--- config.mk ---
export PLATFORM = sky130hd
export DESIGN_NAME = dso_capture_top
export DESIGN_NICKNAME = d
export VERILOG_FILES = /design/src/hw/dso_pkg.sv /design/src/hw/dso_if.sv /design/src/hw/trig_detect.sv /design/src/hw/wave_buffer.sv /design/src/hw/capture_ctrl.sv /design/src/hw/wb_dso_regs.sv /design/src/hw/dso_capture_top.sv
export SDC_FILE = /design/constraint.sdc
export NUM_CORES = 2
export LEC_CHECK = 0
export BUFFER_PORTS_ARGS = -buffer_cell sky130_fd_sc_hd__buf_2
export CORE_MARGIN = 10
export CORE_UTILIZATION = 25
export CTS_CLUSTER_DIAMETER = 50
export DETAILED_ROUTE_END_ITERATION = 12
export PLACE_DENSITY = 0.46
export REMOVE_ABC_BUFFERS = 1
export SYNTH_ARGS = -nofsm -noshare
export SYNTH_HDL_FRONTEND = slang
export SYNTH_SLANG_ARGS = --single-unit
--- constraint.sdc ---
create_clock -name ad_clk -period 2.58 [get_ports ad_clk]
set_input_delay 0.516 -clock ad_clk [delete_from_list [all_inputs] [get_ports ad_clk]]
set_output_delay 0.516 -clock ad_clk [all_outputs]
set_load 0.02 [all_outputs]
--- src/hw/dso_pkg.sv ---
package dso_pkg;

  // record geometry
  localparam int REC_LEN  = 256;
  localparam int ADDR_W   = 8;
  localparam int PRE_LEN  = 128;
  localparam int POST_LEN = REC_LEN - PRE_LEN;  // trigger sample included
  localparam int SAMPLE_W = 8;

  // host bus
  localparam int WB_ADR_W = 10;
  localparam int WB_DAT_W = 32;

  // word addresses below the sample window (adr[9] = 0)
  typedef enum logic [WB_ADR_W-1:0] {
    REG_CTRL    = 10'd0,  // run, edge, level
    REG_STATUS  = 10'd1,  // ready, full, trig addr
    REG_RELEASE = 10'd2   // any write frees read bank
  } reg_addr_e;

  typedef enum logic [2:0] {
    CAP_IDLE,   // run off
    CAP_PRE,    // pre-trigger fill
    CAP_ARMED,  // waiting for trigger
    CAP_POST,   // post-trigger fill
    CAP_WAIT    // both banks occupied
  } cap_state_e;

endpackage

--- src/hw/dso_if.sv ---
`timescale 1ns/100ps

interface buf_wr_if import dso_pkg::*; ();
  logic                wr_en;
  logic [ADDR_W-1:0]   wr_addr;
  logic [SAMPLE_W-1:0] wr_data;
  logic                trig_we;
  logic [ADDR_W-1:0]   trig_addr;
  logic                rec_done;   // last write of a record
  logic                full;

  modport ctrl (output wr_en, wr_addr, wr_data, trig_we, trig_addr, rec_done,
                input  full);
  modport mem  (input  wr_en, wr_addr, wr_data, trig_we, trig_addr, rec_done,
                output full);
endinterface

interface buf_rd_if import dso_pkg::*; ();
  logic [ADDR_W-1:0]   rd_addr;
  logic                release_bank;  // one-cycle pulse
  logic [SAMPLE_W-1:0] rd_data;
  logic                ready;
  logic                full;
  logic [ADDR_W-1:0]   rd_trig_addr;

  modport host (output rd_addr, release_bank,
                input  rd_data, ready, full, rd_trig_addr);
  modport mem  (input  rd_addr, release_bank,
                output rd_data, ready, full, rd_trig_addr);
endinterface

--- src/hw/trig_detect.sv ---
`timescale 1ns/100ps

module trig_detect import dso_pkg::*; (
  input  logic                ad_clk,
  input  logic                rstn,
  input  logic                run,
  input  logic                edge_rise,
  input  logic [7:0]          level,
  input  logic [SAMPLE_W-1:0] sample_data,
  input  logic                sample_valid,
  output logic                trig_hit
);

  logic [SAMPLE_W-1:0] s1;  // previous accepted sample
  logic [SAMPLE_W-1:0] s2;  // the one before
  logic                rise_hit;
  logic                fall_hit;

  always_ff @(posedge ad_clk or negedge rstn) begin
    if (!rstn) begin
      s1 <= '0;
      s2 <= '0;
    end else if (!run) begin
      s1 <= '0;
      s2 <= '0;
    end else if (sample_valid) begin
      s1 <= sample_data;
      s2 <= s1;
    end
  end

  // three-point crossing, the middle sample may sit on the level
  assign rise_hit = (s2 < level) && (s1 >= level) && (sample_data > level);
  assign fall_hit = (s2 > level) && (s1 <= level) && (sample_data < level);

  assign trig_hit = sample_valid && (edge_rise ? rise_hit : fall_hit);

endmodule

--- src/hw/wave_buffer.sv ---
`timescale 1ns/100ps

module wave_buffer import dso_pkg::*; (
  input  logic ad_clk,
  input  logic rstn,
  input  logic run,
  buf_wr_if.mem wr,
  buf_rd_if.mem rd
);

  logic [SAMPLE_W-1:0] mem [2*REC_LEN];
  logic [SAMPLE_W-1:0] rd_data_q;
  logic [ADDR_W-1:0]   trig_addr_q [2];  // one per bank
  logic [1:0]          wr_ptr;           // bit 1 is the wrap bit
  logic [1:0]          rd_ptr;
  logic                ready;
  logic                full;

  assign ready = (wr_ptr != rd_ptr);
  assign full  = (wr_ptr[0] == rd_ptr[0]) && (wr_ptr[1] != rd_ptr[1]);

  always_ff @(posedge ad_clk or negedge rstn) begin
    if (!rstn) begin
      wr_ptr <= '0;
      rd_ptr <= '0;
    end else if (!run) begin
      wr_ptr <= '0;
      rd_ptr <= '0;
    end else begin
      if (wr.rec_done)
        wr_ptr <= wr_ptr + 2'd1;  // flip write bank
      if (rd.release_bank && ready)
        rd_ptr <= rd_ptr + 2'd1;
    end
  end

  always_ff @(posedge ad_clk or negedge rstn) begin
    if (!rstn) begin
      trig_addr_q[0] <= '0;
      trig_addr_q[1] <= '0;
    end else if (wr.trig_we) begin
      trig_addr_q[wr_ptr[0]] <= wr.trig_addr;
    end
  end

  // inferred dual-port RAM, bank bit on top
  always_ff @(posedge ad_clk) begin
    if (wr.wr_en)
      mem[{wr_ptr[0], wr.wr_addr}] <= wr.wr_data;
    rd_data_q <= mem[{rd_ptr[0], rd.rd_addr}];
  end

  assign wr.full         = full;
  assign rd.full         = full;
  assign rd.ready        = ready;
  assign rd.rd_data      = rd_data_q;
  assign rd.rd_trig_addr = trig_addr_q[rd_ptr[0]];

  // host may only hand back a bank that holds a record
  a_release_ready: assert property (
    @(posedge ad_clk) disable iff (!rstn)
    rd.release_bank |-> ready
  );

endmodule

--- src/hw/capture_ctrl.sv ---
`timescale 1ns/100ps

module capture_ctrl import dso_pkg::*; (
  input  logic                ad_clk,
  input  logic                rstn,
  input  logic                run,
  input  logic [SAMPLE_W-1:0] sample_data,
  input  logic                sample_valid,
  input  logic                trig_hit,
  buf_wr_if.ctrl              wr
);

  cap_state_e        state;
  logic [ADDR_W-1:0] addr;      // wraps modulo REC_LEN
  logic [ADDR_W-1:0] post_cnt;  // post-trigger samples, trigger counted
  logic              active;
  logic              wr_go;
  logic              pre_last;
  logic              post_last;

  assign active    = (state == CAP_PRE) || (state == CAP_ARMED) || (state == CAP_POST);
  assign wr_go     = sample_valid && active && !wr.full;
  assign pre_last  = (addr == ADDR_W'(PRE_LEN - 1));
  assign post_last = (post_cnt == ADDR_W'(POST_LEN - 1));

  always_ff @(posedge ad_clk or negedge rstn) begin
    if (!rstn) begin
      state    <= CAP_IDLE;
      addr     <= '0;
      post_cnt <= '0;
    end else if (!run) begin
      state    <= CAP_IDLE;
      addr     <= '0;
      post_cnt <= '0;
    end else begin
      case (state)
        CAP_IDLE: begin
          state <= CAP_PRE;
          addr  <= '0;
        end
        CAP_PRE: begin
          if (wr.full) begin
            state <= CAP_WAIT;  // just flipped into an occupied bank
          end else if (wr_go) begin
            addr <= addr + 1'b1;
            if (pre_last)
              state <= CAP_ARMED;
          end
        end
        CAP_ARMED: begin
          if (wr_go) begin
            addr <= addr + 1'b1;
            if (trig_hit) begin
              state    <= CAP_POST;
              post_cnt <= ADDR_W'(1);
            end
          end
        end
        CAP_POST: begin
          if (wr_go) begin
            if (post_last) begin
              state <= CAP_PRE;
              addr  <= '0;
            end else begin
              addr     <= addr + 1'b1;
              post_cnt <= post_cnt + 1'b1;
            end
          end
        end
        CAP_WAIT: begin
          if (!wr.full)
            state <= CAP_PRE;
        end
        default: state <= CAP_IDLE;
      endcase
    end
  end

  assign wr.wr_en     = wr_go;
  assign wr.wr_addr   = addr;
  assign wr.wr_data   = sample_data;
  assign wr.trig_we   = wr_go && (state == CAP_ARMED) && trig_hit;
  assign wr.trig_addr = addr;  // trigger sample's own address
  assign wr.rec_done  = wr_go && (state == CAP_POST) && post_last;

  // full only shows up between records, never mid-record
  a_full_between_records: assert property (
    @(posedge ad_clk) disable iff (!rstn)
    wr.full |-> (state != CAP_ARMED) && (state != CAP_POST)
  );

endmodule

--- src/hw/wb_dso_regs.sv ---
`timescale 1ns/100ps

module wb_dso_regs import dso_pkg::*; (
  input  logic                ad_clk,
  input  logic                rstn,
  input  logic                wb_cyc,
  input  logic                wb_stb,
  input  logic                wb_we,
  input  logic [WB_ADR_W-1:0] wb_adr,
  input  logic [WB_DAT_W-1:0] wb_dat_i,
  input  logic [3:0]          wb_sel,
  output logic [WB_DAT_W-1:0] wb_dat_o,
  output logic                wb_ack,
  output logic                run,
  output logic                edge_rise,
  output logic [7:0]          level,
  buf_rd_if.host              rd
);

  logic                req;
  logic                win;       // sample window hit
  logic                win_q;
  logic [WB_DAT_W-1:0] reg_dat;
  logic [WB_DAT_W-1:0] reg_dat_q;
  logic                rel_q;
  reg_addr_e           reg_addr;

  assign req      = wb_cyc && wb_stb && !wb_ack;
  assign win      = wb_adr[9];
  assign reg_addr = reg_addr_e'(wb_adr);

  always_comb begin
    reg_dat = '0;
    case (reg_addr)
      REG_CTRL:   reg_dat = {16'd0, level, 6'd0, edge_rise, run};
      REG_STATUS: reg_dat = {16'd0, rd.rd_trig_addr, 6'd0, rd.full, rd.ready};
      default:    reg_dat = '0;  // release and holes read zero
    endcase
  end

  always_ff @(posedge ad_clk or negedge rstn) begin
    if (!rstn) begin
      wb_ack    <= 1'b0;
      win_q     <= 1'b0;
      reg_dat_q <= '0;
      rel_q     <= 1'b0;
      run       <= 1'b0;
      edge_rise <= 1'b0;
      level     <= '0;
    end else begin
      wb_ack <= req;
      rel_q  <= 1'b0;
      if (req) begin
        win_q     <= win;
        reg_dat_q <= reg_dat;
        if (wb_we && !win) begin
          if (reg_addr == REG_CTRL) begin
            if (wb_sel[0]) begin
              run       <= wb_dat_i[0];
              edge_rise <= wb_dat_i[1];
            end
            if (wb_sel[1])
              level <= wb_dat_i[15:8];
          end
          if (reg_addr == REG_RELEASE)
            rel_q <= 1'b1;  // high during ack
        end
      end
    end
  end

  // RAM read finishes on the ack edge
  assign rd.rd_addr      = wb_adr[ADDR_W-1:0];
  assign rd.release_bank = rel_q;
  assign wb_dat_o        = win_q ? {{(WB_DAT_W-SAMPLE_W){1'b0}}, rd.rd_data} : reg_dat_q;

  // master keeps the strobe up through ack
  a_ack_in_cycle: assert property (
    @(posedge ad_clk) disable iff (!rstn)
    wb_ack |-> (wb_cyc && wb_stb)
  );

endmodule

--- src/hw/dso_capture_top.sv ---
`timescale 1ns/100ps

module dso_capture_top import dso_pkg::*; (
  input  logic                ad_clk,
  input  logic                rstn,
  input  logic [SAMPLE_W-1:0] sample_data,
  input  logic                sample_valid,
  input  logic                wb_cyc,
  input  logic                wb_stb,
  input  logic                wb_we,
  input  logic [WB_ADR_W-1:0] wb_adr,
  input  logic [WB_DAT_W-1:0] wb_dat_i,
  input  logic [3:0]          wb_sel,
  output logic [WB_DAT_W-1:0] wb_dat_o,
  output logic                wb_ack
);

  logic       run;
  logic       edge_rise;
  logic [7:0] level;
  logic       trig_hit;

  buf_wr_if wr_bus ();
  buf_rd_if rd_bus ();

  trig_detect u_trig_detect (
    .ad_clk       (ad_clk),
    .rstn         (rstn),
    .run          (run),
    .edge_rise    (edge_rise),
    .level        (level),
    .sample_data  (sample_data),
    .sample_valid (sample_valid),
    .trig_hit     (trig_hit)
  );

  capture_ctrl u_capture_ctrl (
    .ad_clk       (ad_clk),
    .rstn         (rstn),
    .run          (run),
    .sample_data  (sample_data),
    .sample_valid (sample_valid),
    .trig_hit     (trig_hit),
    .wr           (wr_bus.ctrl)
  );

  wave_buffer u_wave_buffer (
    .ad_clk (ad_clk),
    .rstn   (rstn),
    .run    (run),
    .wr     (wr_bus.mem),
    .rd     (rd_bus.mem)
  );

  wb_dso_regs u_wb_dso_regs (
    .ad_clk    (ad_clk),
    .rstn      (rstn),
    .wb_cyc    (wb_cyc),
    .wb_stb    (wb_stb),
    .wb_we     (wb_we),
    .wb_adr    (wb_adr),
    .wb_dat_i  (wb_dat_i),
    .wb_sel    (wb_sel),
    .wb_dat_o  (wb_dat_o),
    .wb_ack    (wb_ack),
    .run       (run),
    .edge_rise (edge_rise),
    .level     (level),
    .rd        (rd_bus.host)
  );

endmodule

==> results.sh <==
export IMPL_dr_pass1_iters=6
export IMPL_max_cap_violations=1
export IMPL_cts_buffer_depth=4
export IMPL_comb_power_share_pct=5.8
export IMPL_synth_top_area_cell="edfxtp_1"
export IMPL_cts_clk_slew_worst_paths_ns=0.06
export IMPL_cts_made_buffers=460
export IMPL_routedWlPerCell_um=28.5
export IMPL_worstPathRequired_ns=3.50
export IMPL_fin_crit_ns=2.94
export IMPL_cp_arrival_ns=3.86
export IMPL_wl_um=541000
export IMPL_nets=9964
export IMPL_hold_violations=0
export IMPL_fin_crit_sh_pct=114
export IMPL_synth_top_area_share_pct=75.2
export IMPL_switchingPower_mw=33.8
export IMPL_place_ws_ns=-1.87
export IMPL_synth_cells=8009
export IMPL_grt_start_max_net_pins=192
export IMPL_violations="capacitance limit, slew limit, setup timing"
export IMPL_synthTopCellsByCount="edfxtp_1, mux4_2, nor2_1, mux2i_1, nand2_1"
export IMPL_ios=93
export IMPL_p_leak_nw=68.1
export IMPL_die_h_um=829
export IMPL_drt_initial_drc_count=9776
export IMPL_synth_edff_count=4096
export IMPL_vdd_drop_max_uv=614
export IMPL_cts_sinks=4182
export IMPL_port_buffers=52
export IMPL_die_w_um=829
export IMPL_tightest_slew_ns=1.51
export IMPL_hpwl_um=358000
export IMPL_drive_gt1_share_pct=37.5
export IMPL_grt_pass1_wl_um=739000
export IMPL_crit_path_start_kind="flop"
export IMPL_yosysSeqAreaShare_pct=76.5
export IMPL_tns_ns=-2.54
export IMPL_vias=88600
export IMPL_setup_viol=33
export IMPL_pwr_share_seq_pct=49.3
export IMPL_slew_viol_final=10
export IMPL_outcome="finished with violations"
export IMPL_hold_path_class="in2reg"
export IMPL_rsz0062_at_grt="yes"
export IMPL_ys_top_cells_by_area="edfxtp_1, mux4_2, mux2i_1"
export IMPL_critPathKind="reg2reg"
export IMPL_power_density_mw_per_mm2=731
export IMPL_yosysMostFrequentCell="edfxtp_1"
export IMPL_clockRootBuffer="clkbuf_16"
export IMPL_worst_slack_ns=-0.360
export IMPL_worst_path_max_fanout=1
export IMPL_rows=297
export IMPL_overflow=0
export IMPL_synth_async_reset_ratio_pct=1.87
export IMPL_syn_to_final_growth_pct=26.7
export IMPL_ys_types=78
export IMPL_synth_ff_latch_count=4182
export IMPL_p_sw_share_pct=22.3
export IMPL_skew_ns=0.0625
export IMPL_synth_warnings=0
export IMPL_die_area_mm2=0.687
export IMPL_cp_end_kind="flop"
export IMPL_grt_usage_pct=14.9
export IMPL_internal_power_mw=118
export IMPL_final_antenna_net_count=0
export IMPL_grt_pass1_vias=90800
export IMPL_cts_tree="done"
export IMPL_maxSlewHeadroom_pct=-0.824
export IMPL_syn_avg_cell_area_um2=20.4
export IMPL_avgViaCountPerCell=4.67
export IMPL_ys_flop_type="edfxtp_1"
export IMPL_core_mm2=0.653
export IMPL_routabilityCongestion=0.824
export IMPL_fmax_mhz=340
export IMPL_syn_area_mm2=0.164
export IMPL_drc=0
export IMPL_p_clk_share_pct=44.9
export IMPL_start_util_pct=25.0
export IMPL_htreeDepth=5
export IMPL_insertion_delay_ns=1.05
export IMPL_antenna_found_initial=40
-- placed cells by master, fill, tap and decap left out, drive strengths merged, types with 11 or more instances in the layout --
cell type    Yosys  layout
edfxtp        4096    4096
buf            301    1872
mux4           902     902
nor2           605     605
clkbuf         214     552
mux2i          433     433
nand2          251     251
clkinv           1     183
a21oi          149     149
o21ai          134     134
a22oi          130     130
a221oi          88      88
dfrtp           78      78
inv             28      67
bufinv           0      63
nand3           62      62
o22ai           50      50
a211oi          47      47
mux2            46      46
nor2b           42      42
o211ai          37      37
clkinvlp         0      33
nor3            33      33
a31oi           31      31
ha              29      29
and2            21      21
dlygate4sd3      0      18
conb             1      16
diode            0      13
a22o            13      13
o2111ai         11      11
nor4            11      11
-- critical path, cell delays in order (launching register included) --
cell and delay, ns:
edfxtp_1 0.39, mux4_2 0.49, mux4_2 0.56, o211ai_1 0.72
nand4_1 0.35, a31oi_1 0.23, a31oi_1 0.07
-- per-stage QoR --
| stage | cell area [um2] | hold WS (ns) | power, mW | std cells | util (%) |
|---|---|---|---|---|---|
| floorplan | 161000 | 0.220 | 78.6 | 7509 | - |
| global placement | 188000 | 0.466 | 84.5 | 18000 | 28.8 |
| detailed placement | 188000 | 0.469 | 84.6 | 18000 | 28.8 |
| CTS | 205000 | 0.00471 | 153 | 18900 | 31.4 |
| global route | 207000 | 0.0621 | 156 | 18900 | 31.7 |
| finish | 207000 | 0.102 | 152 | 19000 | 31.7 |
-- what timing repair did --
action	in CTS	in global routing
resized for setup	188	325
setup endpoints to repair	1585	2860
endpoints found under the hold margin	106	0
cloned	5	13
hold buffers	18	0
pin swaps	38	38
buffers inserted	29	31
-- worst paths after layout --
| kind | endpoint | slack, ns | start | depth (start not counted) |
|---|---|---|---|---|
| max | u_wave_buffer.rd.rd_data[2] | -0.36 | u_wave_buffer.mem[301][2] | 6 |
| min | u_wb_dso_regs.level[3] | 0.10 | wb_sel[1] | 3 |
| max reg2reg | u_wave_buffer.rd.rd_data[2] | -0.36 | u_wave_buffer.mem[301][2] | 6 |
| min reg2reg | u_wb_dso_regs.reg_dat_q[1] | 0.49 | u_wb_dso_regs.reg_dat_q[1] | 2 |
| max in group asynchronous | u_wave_buffer.rd_ptr[0] | 1.65 | rstn | 2 |
| min in group asynchronous | u_wb_dso_regs.reg_dat_q[15] | 0.21 | rstn | 2 |
-- power groups by stage --
stage	Sequential, mW	Clock [mW]	Combinational (mW)
6_report	74.6	68.0	8.85
3_3_place_gp	76.0	0	8.50
3_5_place_dp	76.0	0	8.57
2_1_floorplan	76.0	0	2.58
5_1_grt	74.6	72.0	9.24
4_1_cts	74.6	69.4	8.80
-- sequential cells by signal, indices dropped and copies added (netlist names) --
name / count
u_capture_ctrl.post_cnt: 8
u_capture_ctrl.state: 3
u_capture_ctrl.wr.trig_addr: 8
u_trig_detect.s1: 8
u_trig_detect.s2: 8
u_wave_buffer.mem: 4096
u_wave_buffer.rd.rd_data: 8
u_wave_buffer.rd_ptr: 2
u_wave_buffer.trig_addr_q: 16
u_wave_buffer.wr_ptr: 2
u_wb_dso_regs.edge_rise: 1
u_wb_dso_regs.level: 8
u_wb_dso_regs.rd.release_bank: 1
u_wb_dso_regs.reg_dat_q: 10
u_wb_dso_regs.run: 1
u_wb_dso_regs.wb_ack: 1
u_wb_dso_regs.win_q: 1
-- layout make-up --
cell class | instances | area, um2
fill | 62700 | 446000
sequential | 4182 | 125000
multi-input combinational | 3298 | 37200
timing repair buffer | 1904 | 18100
clock buffer | 539 | 12000
tap | 8671 | 10800
clock inverter | 317 | 3790
inverter | 29 | 120
antenna | 13 | 32.5
-- logic make-up after synthesis --
group                      count (synthesis)  synth area share (%)
muxes                                   1381                  15.4
other                                      1               0.00229
buffers and inverters                    544                  1.79
and+or+nand+nor                         1080                  2.77
xor gates and xnor gates                   8                0.0474
adders and majority gates                 29                 0.222
AOI/OAI and AO/OA                        784                  3.27
DFF                                     4182                  76.5
-- per-layer routing --
| layer | track usage (%) | up-vias | wire length, um |
|---|---|---|---|
| met5 | 0 | - | 25 |
| met4 | 3.83 | 4 | 16300 |
| met3 | 2.82 | 630 | 40000 |
| met2 | 24.6 | 3245 | 257000 |
| met1 | 20.2 | 47800 | 227000 |
| li1 | - | 36900 | - |
(Power assumes the default switching activity.)
